`config.mk`:
```
export PLATFORM = sky130hd
export DESIGN_NAME = l2_tlb_subsys
export DESIGN_NICKNAME = d
export VERILOG_FILES = /design/src/mmu_pkg.sv /design/src/tlb_req_if.sv /design/src/tlb_ans_if.sv /design/src/tlb_arbiter.sv /design/src/l2_tlb.sv /design/src/l2_tlb_subsys.sv
export SDC_FILE = /design/constraint.sdc
export NUM_CORES = 1
export LEC_CHECK = 0
export ABC_AREA = 1
export BUFFER_PORTS_ARGS = -buffer_cell sky130_fd_sc_hd__clkbuf_2
export CAP_MARGIN = 15
export CORE_MARGIN = 8
export CORE_UTILIZATION = 30
export CTS_CLUSTER_DIAMETER = 50
export DETAILED_ROUTE_END_ITERATION = 12
export HOLD_SLACK_MARGIN = 0.12
export MAX_ROUTING_LAYER = met4
export SYNTH_ARGS = -nofsm -noshare
export SYNTH_HDL_FRONTEND = slang
export SYNTH_SLANG_ARGS = --single-unit
```
`constraint.sdc`:
```
create_clock -name clk_i -period 8.3 [get_ports clk_i]
set_clock_uncertainty 0.05 [all_clocks]
set_input_delay 0.415 -clock clk_i [delete_from_list [all_inputs] [get_ports clk_i]]
set_output_delay 0.415 -clock clk_i [all_outputs]
set_load 0.02 [all_outputs]
```
`src/mmu_pkg.sv`:
```
package mmu_pkg;

  // Sv39 virtual page number
  // Three levels of 9 bits each
  localparam int unsigned VPN_W = 27;

  // One level segment of the VPN
  localparam int unsigned VPN_SEG_W = 9;

  // Sv39 physical page number
  localparam int unsigned PPN_W = 44;

  // L2 TLB geometry
  localparam int unsigned L2_ENTRIES = 8;

  // Entry index and replacement pointer width
  localparam int unsigned IDX_W = $clog2(L2_ENTRIES);

  // Page size of a translation
  // 2M passes VPN[8:0] into the PPN
  // 1G passes VPN[17:0] into the PPN
  typedef enum logic [1:0] {
    PAGE_4K = 2'd0,
    PAGE_2M = 2'd1,
    PAGE_1G = 2'd2
  } page_type_e;

  // Which L1 TLB a transaction belongs to
  typedef enum logic {
    ITLB = 1'b0,
    DTLB = 1'b1
  } tlb_origin_e;

  // PTE permission and status bits
  // Only carried, never checked here
  typedef struct packed {
    logic r;
    logic w;
    logic x;
    logic d;
    logic g;
    logic u;
  } pte_flags_t;

  // One L2 TLB load from the fill port
  // 27 + 44 + 2 + 6 = 79 bits
  typedef struct packed {
    logic [VPN_W-1:0] vpn;
    logic [PPN_W-1:0] ppn;
    page_type_e       page_type;
    pte_flags_t       flags;
  } tlb_fill_t;

endpackage

```
`src/tlb_req_if.sv`:
```
`timescale 1ns/100ps

interface tlb_req_if import mmu_pkg::*; ();

  // Handshake
  logic        valid;
  logic        ready;

  // Payload
  logic [VPN_W-1:0] vpn;
  tlb_origin_e      origin;

  // L1 side or arbiter toward L2
  modport requester (
    output valid,
    output vpn,
    output origin,
    input  ready
  );

  // Arbiter toward L1 or L2 TLB
  modport server (
    input  valid,
    input  vpn,
    input  origin,
    output ready
  );

endinterface

```
`src/tlb_ans_if.sv`:
```
`timescale 1ns/100ps

interface tlb_ans_if import mmu_pkg::*; ();

  // Handshake
  logic             valid;
  logic             ready;

  // Routing and payload
  tlb_origin_e      destination;
  logic [VPN_W-1:0] vpn;
  logic [PPN_W-1:0] ppn;
  page_type_e       page_type;
  pte_flags_t       flags;
  logic             exception;

  // L2 TLB answer slot
  modport sender (
    output valid,
    output destination,
    output vpn,
    output ppn,
    output page_type,
    output flags,
    output exception,
    input  ready
  );

  // Arbiter answer dispatcher
  modport receiver (
    input  valid,
    input  destination,
    input  vpn,
    input  ppn,
    input  page_type,
    input  flags,
    input  exception,
    output ready
  );

endinterface

```
`src/tlb_arbiter.sv`:
```
`timescale 1ns/100ps

module tlb_arbiter import mmu_pkg::*; (
  input  logic               clk_i,
  input  logic               rst_ni,
  // L1 request channels
  tlb_req_if.server          itlb_req_i,
  tlb_req_if.server          dtlb_req_i,
  // Single request channel toward L2
  tlb_req_if.requester       l2_req_o,
  // Answer channel from L2
  tlb_ans_if.receiver        l2_ans_i,
  // Per-side answer valids
  output logic               itlb_ans_valid_o,
  output logic               dtlb_ans_valid_o,
  // Per-side answer readies
  input  logic               itlb_ans_rdy_i,
  input  logic               dtlb_ans_rdy_i
);

  // Tie winner toggle
  tlb_origin_e tie_winner_q;

  // Request side decode
  logic any_req;
  logic is_tie;
  logic sel_dtlb;
  logic tie_resolved;

  // Both sides asking in the same cycle
  assign is_tie  = itlb_req_i.valid & dtlb_req_i.valid;
  assign any_req = itlb_req_i.valid | dtlb_req_i.valid;

  // Lone requester wins outright
  // On a tie the toggle decides
  always_comb begin
    if (is_tie) begin
      sel_dtlb = (tie_winner_q == DTLB);
    end else begin
      sel_dtlb = dtlb_req_i.valid;
    end
  end

  // Forward the chosen request
  assign l2_req_o.valid  = any_req;
  assign l2_req_o.vpn    = sel_dtlb ? dtlb_req_i.vpn : itlb_req_i.vpn;
  assign l2_req_o.origin = sel_dtlb ? dtlb_req_i.origin : itlb_req_i.origin;

  // L2 ready goes back only to the winner
  // Loser and idle sides see ready low
  assign itlb_req_i.ready = itlb_req_i.valid & ~sel_dtlb & l2_req_o.ready;
  assign dtlb_req_i.ready = dtlb_req_i.valid &  sel_dtlb & l2_req_o.ready;

  // Tie counts as served only when L2 takes it
  assign tie_resolved = is_tie & l2_req_o.ready;

  // Flip the tie winner after each served tie
  always_ff @(posedge clk_i or negedge rst_ni) begin
    if (!rst_ni) begin
      tie_winner_q <= ITLB;
    end else if (tie_resolved) begin
      tie_winner_q <= (tie_winner_q == ITLB) ? DTLB : ITLB;
    end
  end

  // Answer valid steered by destination
  assign itlb_ans_valid_o = l2_ans_i.valid & (l2_ans_i.destination == ITLB);
  assign dtlb_ans_valid_o = l2_ans_i.valid & (l2_ans_i.destination == DTLB);

  // Ready from the addressed L1 only
  assign l2_ans_i.ready = (l2_ans_i.destination == ITLB) ? itlb_ans_rdy_i : dtlb_ans_rdy_i;

endmodule

```
`src/l2_tlb.sv`:
```
`timescale 1ns/100ps

module l2_tlb import mmu_pkg::*; (
  input  logic       clk_i,
  input  logic       rst_ni,
  // Lookup request from the arbiter
  tlb_req_if.server  req_i,
  // Registered answer slot
  tlb_ans_if.sender  ans_o,
  // Fill and flush
  input  logic       fill_valid_i,
  input  tlb_fill_t  fill_i,
  input  logic       flush_i
);

  // VPN bits that take part in the compare for a page size
  function automatic logic [VPN_W-1:0] vpn_keep_mask(page_type_e pt);
    logic [VPN_W-1:0] mask;
    unique case (pt)
      PAGE_2M: mask = {VPN_W{1'b1}} << VPN_SEG_W;
      PAGE_1G: mask = {VPN_W{1'b1}} << (2 * VPN_SEG_W);
      default: mask = {VPN_W{1'b1}};
    endcase
    return mask;
  endfunction

  // Entry array
  logic [L2_ENTRIES-1:0] entry_valid_q;
  logic [VPN_W-1:0]      entry_vpn_q   [L2_ENTRIES];
  logic [PPN_W-1:0]      entry_ppn_q   [L2_ENTRIES];
  page_type_e            entry_type_q  [L2_ENTRIES];
  pte_flags_t            entry_flags_q [L2_ENTRIES];

  // Round-robin victim
  logic [IDX_W-1:0]      repl_ptr_q;

  // Lookup
  logic [L2_ENTRIES-1:0] hit_vec;
  logic                  lookup_hit;
  logic [IDX_W-1:0]      lookup_idx;
  logic [PPN_W-1:0]      ppn_keep;
  logic [PPN_W-1:0]      lookup_ppn;

  // Fill target
  logic [L2_ENTRIES-1:0] fill_hit_vec;
  logic                  fill_hit;
  logic [IDX_W-1:0]      fill_idx;
  logic [IDX_W-1:0]      wr_idx;

  // Answer slot
  logic                  ans_valid_q;
  tlb_origin_e           ans_dest_q;
  logic [VPN_W-1:0]      ans_vpn_q;
  logic [PPN_W-1:0]      ans_ppn_q;
  page_type_e            ans_type_q;
  pte_flags_t            ans_flags_q;
  logic                  ans_exc_q;

  // Masked compare per entry
  // Also finds an exact match for the fill
  always_comb begin
    for (int i = 0; i < L2_ENTRIES; i++) begin
      hit_vec[i] = entry_valid_q[i] &&
                   (((entry_vpn_q[i] ^ req_i.vpn) & vpn_keep_mask(entry_type_q[i])) == '0);
      fill_hit_vec[i] = entry_valid_q[i] && (entry_vpn_q[i] == fill_i.vpn) &&
                        (entry_type_q[i] == fill_i.page_type);
    end
  end

  // Lowest matching index wins
  always_comb begin
    lookup_idx = '0;
    fill_idx   = '0;
    for (int i = L2_ENTRIES - 1; i >= 0; i--) begin
      if (hit_vec[i]) begin
        lookup_idx = IDX_W'(i);
      end
      if (fill_hit_vec[i]) begin
        fill_idx = IDX_W'(i);
      end
    end
  end

  assign lookup_hit = |hit_vec;
  assign fill_hit   = |fill_hit_vec;

  // Upper PPN from the entry, low segments from the request
  assign ppn_keep   = {{(PPN_W - VPN_W){1'b1}}, vpn_keep_mask(entry_type_q[lookup_idx])};
  assign lookup_ppn = (entry_ppn_q[lookup_idx] & ppn_keep) |
                      ({{(PPN_W - VPN_W){1'b0}}, req_i.vpn} & ~ppn_keep);

  // Overwrite a matching entry, else take the victim
  assign wr_idx = fill_hit ? fill_idx : repl_ptr_q;

  // Valid bits and replacement pointer
  // Flush beats a fill on the same edge
  always_ff @(posedge clk_i or negedge rst_ni) begin
    if (!rst_ni) begin
      entry_valid_q <= '0;
      repl_ptr_q    <= '0;
    end else if (flush_i) begin
      entry_valid_q <= '0;
    end else if (fill_valid_i) begin
      entry_valid_q[wr_idx] <= 1'b1;
      if (!fill_hit) begin
        repl_ptr_q <= repl_ptr_q + IDX_W'(1);
      end
    end
  end

  // Entry payload
  always_ff @(posedge clk_i) begin
    if (fill_valid_i && !flush_i) begin
      entry_vpn_q[wr_idx]   <= fill_i.vpn;
      entry_ppn_q[wr_idx]   <= fill_i.ppn;
      entry_type_q[wr_idx]  <= fill_i.page_type;
      entry_flags_q[wr_idx] <= fill_i.flags;
    end
  end

  // Accept only into an empty slot
  assign req_i.ready = ~ans_valid_q;

  // Slot occupancy
  always_ff @(posedge clk_i or negedge rst_ni) begin
    if (!rst_ni) begin
      ans_valid_q <= 1'b0;
    end else if (req_i.valid && req_i.ready) begin
      ans_valid_q <= 1'b1;
    end else if (ans_o.valid && ans_o.ready) begin
      ans_valid_q <= 1'b0;
    end
  end

  // Capture the lookup result
  // Miss gives exception with zero PPN and flags
  always_ff @(posedge clk_i) begin
    if (req_i.valid && req_i.ready) begin
      ans_dest_q  <= req_i.origin;
      ans_vpn_q   <= req_i.vpn;
      ans_ppn_q   <= lookup_hit ? lookup_ppn : '0;
      ans_type_q  <= lookup_hit ? entry_type_q[lookup_idx] : PAGE_4K;
      ans_flags_q <= lookup_hit ? entry_flags_q[lookup_idx] : '0;
      ans_exc_q   <= ~lookup_hit;
    end
  end

  // Slot drives the answer channel
  assign ans_o.valid       = ans_valid_q;
  assign ans_o.destination = ans_dest_q;
  assign ans_o.vpn         = ans_vpn_q;
  assign ans_o.ppn         = ans_ppn_q;
  assign ans_o.page_type   = ans_type_q;
  assign ans_o.flags       = ans_flags_q;
  assign ans_o.exception   = ans_exc_q;

endmodule

```
`src/l2_tlb_subsys.sv`:
```
`timescale 1ns/100ps

module l2_tlb_subsys import mmu_pkg::*; (
  input  logic             clk_i,
  input  logic             rst_ni,
  // I-TLB request
  input  logic             itlb_req_valid_i,
  input  logic [VPN_W-1:0] itlb_req_vpn_i,
  output logic             itlb_req_rdy_o,
  // D-TLB request
  input  logic             dtlb_req_valid_i,
  input  logic [VPN_W-1:0] dtlb_req_vpn_i,
  output logic             dtlb_req_rdy_o,
  // I-TLB answer
  output logic             itlb_ans_valid_o,
  output logic [PPN_W-1:0] itlb_ans_ppn_o,
  output page_type_e       itlb_ans_page_type_o,
  output logic             itlb_ans_g_o,
  output logic             itlb_ans_u_o,
  output logic             itlb_ans_exception_o,
  input  logic             itlb_ans_rdy_i,
  // D-TLB answer
  output logic             dtlb_ans_valid_o,
  output logic [VPN_W-1:0] dtlb_ans_vpn_o,
  output logic [PPN_W-1:0] dtlb_ans_ppn_o,
  output page_type_e       dtlb_ans_page_type_o,
  output pte_flags_t       dtlb_ans_flags_o,
  output logic             dtlb_ans_exception_o,
  input  logic             dtlb_ans_rdy_i,
  // Fill and flush
  input  logic             fill_valid_i,
  input  tlb_fill_t        fill_i,
  input  logic             flush_i
);

  // Channels inside the subsystem
  tlb_req_if itlb_req ();
  tlb_req_if dtlb_req ();
  tlb_req_if l2_req ();
  tlb_ans_if l2_ans ();

  // I-TLB side request, origin fixed
  assign itlb_req.valid  = itlb_req_valid_i;
  assign itlb_req.vpn    = itlb_req_vpn_i;
  assign itlb_req.origin = ITLB;
  assign itlb_req_rdy_o  = itlb_req.ready;

  // D-TLB side request, origin fixed
  assign dtlb_req.valid  = dtlb_req_valid_i;
  assign dtlb_req.vpn    = dtlb_req_vpn_i;
  assign dtlb_req.origin = DTLB;
  assign dtlb_req_rdy_o  = dtlb_req.ready;

  // Scheduler and answer dispatcher
  tlb_arbiter i_tlb_arbiter (
    .clk_i            (clk_i),
    .rst_ni           (rst_ni),
    .itlb_req_i       (itlb_req),
    .dtlb_req_i       (dtlb_req),
    .l2_req_o         (l2_req),
    .l2_ans_i         (l2_ans),
    .itlb_ans_valid_o (itlb_ans_valid_o),
    .dtlb_ans_valid_o (dtlb_ans_valid_o),
    .itlb_ans_rdy_i   (itlb_ans_rdy_i),
    .dtlb_ans_rdy_i   (dtlb_ans_rdy_i)
  );

  // Shared translation store
  l2_tlb i_l2_tlb (
    .clk_i        (clk_i),
    .rst_ni       (rst_ni),
    .req_i        (l2_req),
    .ans_o        (l2_ans),
    .fill_valid_i (fill_valid_i),
    .fill_i       (fill_i),
    .flush_i      (flush_i)
  );

  // I-TLB view of the answer
  assign itlb_ans_ppn_o       = l2_ans.ppn;
  assign itlb_ans_page_type_o = l2_ans.page_type;
  assign itlb_ans_g_o         = l2_ans.flags.g;
  assign itlb_ans_u_o         = l2_ans.flags.u;
  assign itlb_ans_exception_o = l2_ans.exception;

  // D-TLB view also gets VPN and all flags
  assign dtlb_ans_vpn_o       = l2_ans.vpn;
  assign dtlb_ans_ppn_o       = l2_ans.ppn;
  assign dtlb_ans_page_type_o = l2_ans.page_type;
  assign dtlb_ans_flags_o     = l2_ans.flags;
  assign dtlb_ans_exception_o = l2_ans.exception;

endmodule

```
Word level (Yosys, flattened, before mapping)
Memory sizes are Yosys's and may differ from the RTL's. A register that Yosys moved wholly into a read port is not among the register bits.
Index checks and enable logic that the tools add are counted.
W data, S select, Z words.
- register bits after elaboration: 88
- bits in writable memories: 632
- input port bits: 141
- output and inout bits: 133
- word-level logic and storage cells: 168
- memories: 4
- memory list (memory ; depth ; bits a word ; rd ports ; clocked after memory_dff ; write ports ; line ; text):
    i_l2_tlb.entry_ppn_q ; 8 ; 44 ; 1 ; 0 ; 1 ; l2_tlb.sv:30 ; logic [PPN_W-1:0] entry_ppn_q [L2_ENTRIES];
    i_l2_tlb.entry_vpn_q ; 8 ; 27 ; 8 ; 0 ; 1 ; l2_tlb.sv:29 ; logic [VPN_W-1:0] entry_vpn_q [L2_ENTRIES];
    i_l2_tlb.entry_flags_q ; 8 ; 6 ; 1 ; 1 ; 1 ; l2_tlb.sv:32 ; pte_flags_t entry_flags_q [L2_ENTRIES];
    i_l2_tlb.entry_type_q ; 8 ; 2 ; 9 ; 0 ; 1 ; l2_tlb.sv:31 ; page_type_e entry_type_q [L2_ENTRIES];
- $add $sub $neg: 1
- $lt $le $gt $ge: 2
- equality and inequality tests: 34
- muxes and demuxes: 39
- bitwise logic cells: 36
- reductions and logical operators: 43
- operators by type and width (cell ; count):
    $pmux W18 S2 ; 9
    $and A27 B27 Y27 ; 8
    $eq A27 B27 Y1 ; 8
    $logic_not A27 Y1 ; 8
    $xor A27 B27 Y27 ; 8
    $mux W3 ; 17
    $and A27 B44 Y44 ; 1
    $and A44 B44 Y44 ; 1
    $not A44 Y44 ; 1
    $or A44 B44 Y44 ; 1
    $logic_and A1 B1 Y1 ; 28
    $mux W27 ; 1
    $eq A2 B1 Y1 const B ; 9
    $eq A2 B2 Y1 const B ; 9
    $eq A2 B2 Y1 ; 8
    $mux W8 ; 2
    $reduce_or A8 Y1 ; 2
    $mux W1 ; 9
    $and A1 B1 Y1 ; 8
    $or A8 B8 Y8 ; 1
    $not A1 Y1 ; 6
    $lt A3 B4 Y1 const B ; 1
    $reduce_bool A2 Y1 ; 2
    $add A3 B1 Y3 const B ; 1
    other kinds (5) ; 6

Longest topological paths before layout
Gate-level depths: netlist of run 1.
An unclocked memory read counts as a cell.
- depth after elaboration: 21
- gate-level depth with buffers: 35
- depth with buffers taken out: 32

Modules after synthesis
Synthesis of run 1 repeated with hierarchy kept, for this count alone.
- cells, all modules: 3660
- area, all modules: 36258.5 um^2
- modules (own cells, without submodules) (module ; times used ; cells an instance ; area each (um^2) ; seq. area each (um^2)):
    l2_tlb ; 1 ; 3495 ; 35357.7 ; 21710.8
    tlb_arbiter ; 1 ; 114 ; 525.5 ; 25.0
    l2_tlb_subsys ; 1 ; 51 ; 375.4 ; 0.0

Worst setup path before layout of run 1
Ideal clock, no wire load.
- kind: input port to flip-flop
- from: input port fill_i[63] (netlist name)
- to: memory i_l2_tlb.entry_flags_q[4][0] (netlist name) (enable)
- library setup time: 517 ps
- data arrival time: 5522 ps
- setup slack: 2211 ps
- cell stages on the path: 14
- cell sequence: clkbuf_1 clkinv_1 a221oi_1 nand3_1 nor4_1 nand2b_1 nor2_1 nand2_1 inv_1 nand2_1 nand2_1 inv_1 nand2_1 nor2_1
- cells in the longest elaborated chain, start to end: 12
- ends and longest elaborated chain (element ; line ; text):
    start: declaration ; l2_tlb_subsys.sv:32 ; input tlb_fill_t fill_i,
    $eq A27 B27 Y1 ; l2_tlb.sv:65 ; fill_hit_vec[i] = entry_valid_q[i] && (entry_vpn_q[i] == fill_i.vpn) &&
    $logic_and A1 B1 Y1 (2 in series) ; l2_tlb.sv:65 ;
    $mux W3 (8 in series) ; l2_tlb.sv:78 ; if (fill_hit_vec[i]) begin
    $mux W3 * ; l2_tlb.sv:93 ; assign wr_idx = fill_hit ? fill_idx : repl_ptr_q;
    end: declaration ; l2_tlb.sv:32 ;
Every way passes the cells marked *; elsewhere a longest branch is shown, timed or not.

Final worst setup path of run 1
- from: register i_tlb_arbiter.tie_winner_q
- to: register i_l2_tlb.ans_ppn_q[10], in the netlist i_l2_tlb.ans_o.ppn[10] (data pin)
- cells in the longest elaborated chain, start to end: 20
- ends and longest elaborated chain (element ; line ; text):
    start: declaration ; tlb_arbiter.sv:22 ; tlb_origin_e tie_winner_q;
    start signal: assignment ; tlb_arbiter.sv:62 ; tie_winner_q <= (tie_winner_q == ITLB) ? DTLB : ITLB;
    $mux W1 * ; tlb_arbiter.sv:37 ; if (is_tie) begin
    $mux W27 * ; tlb_arbiter.sv:46 ; assign l2_req_o.vpn = sel_dtlb ? dtlb_req_i.vpn : itlb_req_i.vpn;
    $xor A27 B27 Y27 ; l2_tlb.sv:64 ; (((entry_vpn_q[i] ^ req_i.vpn) & vpn_keep_mask(entry_type_q[i])) == '0);
    $and A27 B27 Y27 ; l2_tlb.sv:64 ;
    $logic_not A27 Y1 ; l2_tlb.sv:64 ;
    $logic_and A1 B1 Y1 ; l2_tlb.sv:63 ; hit_vec[i] = entry_valid_q[i] &&
    $mux W3 (8 in series) ; l2_tlb.sv:75 ; if (hit_vec[i]) begin
    $mem_v2 Z8 W2 ; - ;
    $eq A2 B2 Y1 or $eq A2 B1 Y1 (tied branches) ; l2_tlb.sv:19 ; unique case (pt)
    $pmux W18 S2 ; l2_tlb.sv:19 ;
    $not A44 Y44 ; l2_tlb.sv:90 ; ({{(PPN_W - VPN_W){1'b0}}, req_i.vpn} & ~ppn_keep);
    $and A27 B44 Y44 ; l2_tlb.sv:90 ;
    $or A44 B44 Y44 ; l2_tlb.sv:89 ; assign lookup_ppn = (entry_ppn_q[lookup_idx] & ppn_keep) |
    end signal: assignment ; l2_tlb.sv:141 ; ans_ppn_q <= lookup_hit ? lookup_ppn : '0;
    end: declaration ; l2_tlb.sv:54 ; logic [PPN_W-1:0] ans_ppn_q;
Marks and branches as above.
A chain may end at the register's enable or synchronous reset.

==> results of run 1 <==
==> worst register-to-register path: cells and delay by family (launching register included) <==
family / cells / cell delay [ns]
DFF: 1 / 0.36
adders and majority gates: 1 / 0.44
buffers and inverters: 4 / 0.71
and+or+nand+nor: 25 / 4.90
==> cells in the final DEF, fill, tap and decap left out, types with 13 or more instances in the layout <==
cell / instances
dlygate4sd3_1: 56
xnor2_1: 52
nand3_1: 302
diode_2: 13
clkbuf_1: 14
clkinv_2: 13
nand2_2: 15
bufinv_16: 13
edfxtp_1: 713
clkinv_1: 17
nand4_1: 29
o2111ai_1: 18
nor2_1: 179
a21oi_1: 79
dfrtp_1: 13
nor4_1: 28
buf_4: 26
o21ai_0: 130
nand3b_1: 24
nand2_1: 579
xor2_1: 107
clkbuf_16: 97
o22ai_1: 138
o21ai_1: 52
o211ai_1: 16
clkbuf_2: 273
inv_1: 342
a221oi_1: 34
==> layer usage <==
| metal | global-route usage, % | part of all wire [%] |
|---|---|---|
| met5 | - | 0 |
| met3 | 4.24 | 8.8 |
| met1 | 25.8 | 42 |
| met2 | 31.2 | 45 |
| met4 | 7.85 | 4.4 |
==> metrics by stage <==
| stage | setup WS [ns] | util (%) |
|---|---|---|
| floorplan | 2.21 | - |
| finish | 1.76 | 36.0 |
| global placement | 1.77 | 32.5 |
| detailed placement | 1.66 | 32.5 |
| global route | 1.16 | 36.0 |
| CTS | 1.79 | 36.0 |
==> worst max-delay path by stage <==
| stage | slack, ns | endpoint | startpoint |
|---|---|---|---|
| after floorplan | 2.21 | i_l2_tlb.entry_flags_q[4][0] | fill_i[63] |
| after global placement | 1.77 | i_l2_tlb.ans_o.ppn[14] | dtlb_req_valid_i |
| after detailed placement | 1.66 | i_l2_tlb.ans_o.ppn[15] | dtlb_req_valid_i |
| after CTS | 1.79 | i_l2_tlb.ans_o.ppn[10] | i_tlb_arbiter.tie_winner_q |
| after global routing | 1.16 | i_l2_tlb.ans_o.ppn[10] | i_tlb_arbiter.tie_winner_q |
| final | 1.76 | i_l2_tlb.ans_o.ppn[10] | i_tlb_arbiter.tie_winner_q |
==> cells by family (layout without fill, tap and decap cells) <==
family | Yosys count | in the layout | share of synthesized area (%)
and+or+nand+nor | 1193 | 1193 | 15.5
buffers and inverters | 542 | 901 | 7.01
other | 0 | 13 | 0
DFF | 726 | 726 | 64.3
AOI/OAI and AO/OA | 488 | 488 | 8.63
muxes | 1 | 1 | 0.0333
xor gates and xnor gates | 159 | 159 | 4.12
adders and majority gates | 10 | 10 | 0.370
==> cell type report <==
| class | instances | area [um^2] | share of cell area (%) |
|---|---|---|---|
| flip-flops and latches | 726 | 21700 | 53.8 |
| multi-input cells | 1851 | 9760 | 24.2 |
| clock buffers | 112 | 2490 | 6.18 |
| repair buffers | 362 | 2260 | 5.60 |
| well taps | 1500 | 1880 | 4.65 |
| inverters | 361 | 1370 | 3.39 |
| clock inverters | 66 | 846 | 2.09 |
| diodes | 13 | 32.5 | 0.0806 |
==> timing repair <==
item	CTS	global route
endpoints found under the hold margin	421	0
hold buffers	56	0
resized for setup	0	0
==> power breakdown <==
part | internal, mW | switching [mW] | total [mW]
clock | 2.60 | 1.69 | 4.29
combinational | 0.436 | 1.24 | 1.67
sequential | 4.47 | 0.221 | 4.69
total | 7.51 | 3.15 | 10.7
==> sequential cells by signal, summed over array words and instances, names as in the netlist <==
register	flops
i_l2_tlb.ans_o.vpn	27
i_l2_tlb.ans_o.page_type	2
i_l2_tlb.ans_o.valid	1
i_l2_tlb.entry_vpn_q	216
i_l2_tlb.ans_o.destination	1
i_tlb_arbiter.tie_winner_q	1
i_l2_tlb.ans_o.ppn	44
i_l2_tlb.entry_flags_q	48
i_l2_tlb.entry_type_q	16
i_l2_tlb.repl_ptr_q	3
i_l2_tlb.entry_valid_q	8
i_l2_tlb.entry_ppn_q	352
i_l2_tlb.ans_o.flags	6
i_l2_tlb.ans_o.exception	1
==> metrics.cfg, run 1 <==
[run_status]
status=finished, final reports clean

[logic_synthesis]
syn_area_per_cell_um2=10.8
synth_nets=3270
yosysMostFrequentCell=edfxtp_1
synth_common_cells=edfxtp_1 (713), nand2_1 (580), inv_1 (347)
yosys.area.top_type_share_pct=63.3
ys_ff_latch=726
yosys.area.top_type=edfxtp_1
yosysWarnings=0
synth_async_sr_flop_share_pct=1.79
ys_seq_area_share_pct=64.3
synth_flop_cell=edfxtp_1
synthCells=3119
synthesis.area_mm2=0.0338
synth-edff-count=713
synth_cell_type_count=45
synth_area_leaders=edfxtp_1 (63%), nand2_1 (6.4%), nand3_1 (4.5%)

[sta]
hold_violations=0
slew_violations=0
whs_ns=0.178
max_freq_mhz=153
rsz0062_at_grt=no
period_share_pct=78.8
slew_headroom_pct=27.7
period_needed_ns=6.54
setup_tns_ns=0
setup_viol=0
worst_slew_pin_slew_ns=1.08

[final_layout]
fill_cells=11100
drive_above_1_share_pct=14.8
area_growth_pct=19.5
fin_cells=4991
final_area_mm2=0.0404
fin_nets=3548

[detailed_routing]
drc_errors=0
drt-initial-drc-count=2781
routed_wirelength_um=124000
drt-pass1-iter-count=7
num_vias=25700
drtAntennaViolNets=0
vias_per_cell=5.15
wl_per_cell_um=24.9

[floorplanning]
start_util_pct=30.1
io_pins=274
rows=123
core-area_mm2=0.112
dieArea_mm2=0.124
die_h_um=352
chipWidth_um=352

[worst_hold_path]
hp-class=in -> async

[clocking]
clock_path_buffers=3
htreeDepth=3
cts_buffers=95
clk_latency_ns=0.68
cts-root-buf=clkbuf_16
post_cts_buffers=0
cts.sinks=726
clk_pin_slew_ns=0.06
cts_tree=built

[grt]
antenna_found_initial=14
grt_usage_pct=20.1
grt_pass1_vias=25000
globalRouteOverflowTotal=0
grt_pass1_wl_um=177000
grt_max_degree=99

[run]
maxCapViolCount=0

[placement]
dp.cells=4744
io_buffer_count=273
postPlaceCellArea_mm2=0.0364
hpwl_um=85000
gp_congestion=1.00

[worst_setup_path]
crit_cells=30
crit_path_end_kind=register
slowest_stage=nand2_1
slowest_delay_ns=0.65
r2r-end=i_l2_tlb.ans_o.ppn[10]
critPathKind=reg -> reg
worstPathArrival_ns=7.04
critPathBufInv=4
crit_path_frequent_cell=nand2_1
cp_top_family=simple AND/OR/NAND/NOR gates
regToRegSetupSlack_ns=1.76
worst-r2r-cell-count=30
required_ns=8.79
critPathMaxFanout=78
rr_startpoint=i_tlb_arbiter.tie_winner_q
critPathLaunchType=register

[power_and_ir_drop]
p_leak_nw=15.7
peakVddDrop_uv=260
total_power_mw=10.7
pwr_density_cell_mw_per_mm2=264

(Power assumes the default switching activity.)
==> run 2: changes to the inputs <==
Clock period 8.3 ns to 5.9 ns, I/O delays scaled along.
==> run 2 against run 1 <==
Sequential cell count is the same. Largest power group unchanged. Largest cell class unchanged. Critical path depth decreased by 14. Global-route usage rose by 0.090 points. First-iteration DRC count increased by 5.4%. Via count increased by 1.2%. Highest routed layer unchanged.
==> metrics.cfg, run 2 (synthesis gave the netlist of run 1 again) <==
[run_status]
status=finished, final reports clean

[final_layout]
area_growth_pct=21.2
fill_cells=11000  ; -0.70%
fin_cells=5050  ; +1.2%
utilization_pct=36.5  ; +0.52 points
final_common_cell=edfxtp_1
final_cell_mix=edfxtp_1 (713), nand2_1 (579), inv_1 (342)
fin_nets=3609  ; +1.7%
drive_above_1_share_pct=15.5  ; +0.68 points
top_register=i_l2_tlb.entry_ppn_q
largest_reg_flops=352  ; unchanged
top_regs=i_l2_tlb.entry_ppn_q (352), i_l2_tlb.entry_vpn_q (216), i_l2_tlb.entry_flags_q (48)

[power_and_ir_drop]
p_int_mw=10.5  ; +40%
p_leak_nw=16.0  ; +1.7%
clkPwrFrac_pct=39.9  ; -0.4 points
peakVddDrop_uv=262  ; +0.99%
switching_share_pct=30.2  ; +0.64 points
seqPwrFrac_pct=44.0  ; about the same
p_sw_mw=4.53  ; +44%
pwr_density_cell_mw_per_mm2=366  ; +39%
comb_power_share_pct=16.1  ; +0.4 points

[sta]
period_needed_ns=5.05
period_share_pct=85.6
slew_violations=0  ; unchanged
hold_violations=0  ; unchanged
rsz0062_at_grt=no
slew_headroom_pct=5.33  ; -22 points
max_freq_mhz=198
worst_slew_pin_slew_ns=1.42  ; +0.336 ns
setup_viol=0  ; unchanged

[detailed_routing]
num_vias=26000  ; +1.2%
drc_errors=0  ; unchanged
drtAntennaViolNets=0  ; unchanged
routed_wirelength_um=126000  ; +1.2%
drt-pass1-iter-count=5  ; -2
wl_per_cell_um=24.9  ; about the same
vias_per_cell=5.16  ; about the same
drt-initial-drc-count=2932  ; +5.4%

[grt]
grt_usage_pct=20.2  ; +0.090 points
globalRouteOverflowTotal=0  ; unchanged
grt_max_degree=250  ; +150%
grt_pass1_wl_um=177000  ; +0.55%
grt_pass1_vias=25100  ; +0.24%
antenna_found_initial=12  ; -2

[floorplanning]
rows=123  ; unchanged
start_util_pct=30.1  ; unchanged
chipWidth_um=352  ; unchanged
io_pins=274  ; unchanged
core-area_mm2=0.112  ; unchanged
dieArea_mm2=0.124  ; unchanged
die_h_um=352  ; unchanged

[clocking]
clock_path_buffers=3  ; unchanged
cts_tree=built
cts.sinks=726  ; unchanged
clk_latency_ns=0.68  ; about the same
cts-root-buf=clkbuf_16
clk_pin_slew_ns=0.05  ; about the same
cts_buffers=93  ; -2.1%
htreeDepth=3  ; unchanged

[worst_hold_path]
worstHoldPathCells=3
hold_end=i_l2_tlb.ans_o.vpn[20]
hp-class=in -> reg
min_from=dtlb_req_vpn_i[20]

[worst_setup_path]
critPathKind=in -> reg
worstPathArrival_ns=5.33  ; -1.71 ns
slowest_stage=nor4_1
slowest_delay_ns=0.70  ; +0.05 ns
critPathBufInv=6  ; +2
regToRegSetupSlack_ns=1.02  ; -0.74 ns
rr_startpoint=i_tlb_arbiter.tie_winner_q
required_ns=6.18  ; -2.61 ns
critPathMaxFanout=22  ; -72%
critPathLaunchType=input port
worst-r2r-cell-count=24  ; -20%
cp_top_family=buffers and inverters
r2r-end=i_l2_tlb.ans_o.ppn[4]
crit_chain=dlygate4sd3_1 -> clkbuf_2 -> clkinv_1 -> a221oi_1 -> nand4_1 -> nor4_1 -> nand2b_1 -> nor2_1 -> nand2_1 -> inv_1 -> nor2_1 -> nand2_1 -> o21ai_1 -> nand3_1 -> inv_4 -> buf_12
crit_path_end_kind=register

[placement]
gp_congestion=1.09  ; +8.6%
dp.cells=4779  ; +0.74%
io_buffer_count=273  ; unchanged
hpwl_um=86000  ; +1.2%

[run]
maxCapViolCount=0  ; unchanged

## run 2: cell types whose count changed in the layout (fill, tap and decap cells not counted), sizes merged
cell | previous run | this run
buf | 33 | 68
dlygate4sd3 | 56 | 84
clkbuf | 385 | 378
clkinv | 42 | 45
clkinvlp | 3 | 5
bufinv | 13 | 12
diode | 13 | 12
## run 2: worst max path at each step
stage	start	endpoint	cells past startpoint
floorplan	fill_i[63]	i_l2_tlb.entry_flags_q[2][0]	14
global placement	fill_i[63]	i_l2_tlb.entry_ppn_q[7][43]	15
detailed placement	fill_i[63]	i_l2_tlb.entry_ppn_q[5][40]	15
CTS	fill_i[77]	i_l2_tlb.entry_vpn_q[5][13]	16
global route	i_tlb_arbiter.tie_winner_q	i_l2_tlb.ans_o.ppn[4]	24
finish	fill_i[77]	i_l2_tlb.entry_vpn_q[5][14]	16
## run 2: final cells by class
type	instances	area (um^2)	share of cell area (%)
Sequential cell	726	21700	53.1
Inverter	361	1370	3.34
Antenna cell	12	30.0	0.0733
Tap cell	1500	1880	4.58
Timing Repair Buffer	425	2880	7.03
Clock buffer	105	2400	5.87
Clock inverter	70	907	2.21
Multi-Input combinational cell	1851	9760	23.8
## run 2: metrics by stage
step / power (mW) / area [um^2] / hold WS [ns] / setup WS (ns) / TNS [ns]
after floorplan: 8.00 / 33800 / -0.0506 / -0.0527 / -8.32
after global placement: 9.05 / 36800 / 0.219 / 0.520 / 0
after detailed placement: 9.04 / 36800 / 0.224 / 0.555 / 0
after CTS: 15.1 / 40900 / 0.121 / 0.978 / 0
after global routing: 15.5 / 41000 / 0.144 / 0.605 / 0
final: 15.0 / 41000 / 0.158 / 0.848 / 0
## run 2: repair_timing
action                    4_1_cts  5_1_grt
gates resized for setup         0        0
hold endpoints to repair      542        0
setup buffers                   0        0
hold buffers                   84        0
## run 2: power groups by stage
stage / Sequential (mW) / Combinational (mW) / Clock (mW)
floorplan: 6.76 / 1.25 / 0
global placement: 6.71 / 2.33 / 0
detailed placement: 6.71 / 2.34 / 0
CTS: 6.61 / 2.41 / 6.07
global route: 6.65 / 2.58 / 6.26
finish: 6.61 / 2.41 / 5.99
## run 2: layer usage
layer | part of all wire (%) | routed length [um] | global-route usage [%] | vias to the layer above
met1 | 43 | 53700 | 27.2 | 12700
met3 | 9.7 | 12200 | 4.34 | 266
li1 | - | - | - | 11600
met5 | 0 | 0 | - | -
met2 | 44 | 55200 | 30.3 | 1492
met4 | 3.7 | 4660 | 6.72 | 0
## run 2: worst register-to-register path, stage by stage, from the launching register on
cell	delay (ns)
dfrtp_1	0.35
inv_1	0.11
nand2_2	0.09
nand2_4	0.41
nand2_1	0.12
nand2_1	0.44
nand2_1	0.14
nand2_1	0.09
nand2_1	0.05
nor2_1	0.08
nand2_1	0.08
nand2_1	0.07
nand3_1	0.19
o21ai_0	0.36
nand3_1	0.34
a21oi_4	0.34
nand3_1	0.11
nand2_1	0.08
nand2_1	0.05
nand2_1	0.09
inv_1	0.05
ha_1	0.47
o21ai_0	0.15
buf_4	0.15
a21oi_1	0.25
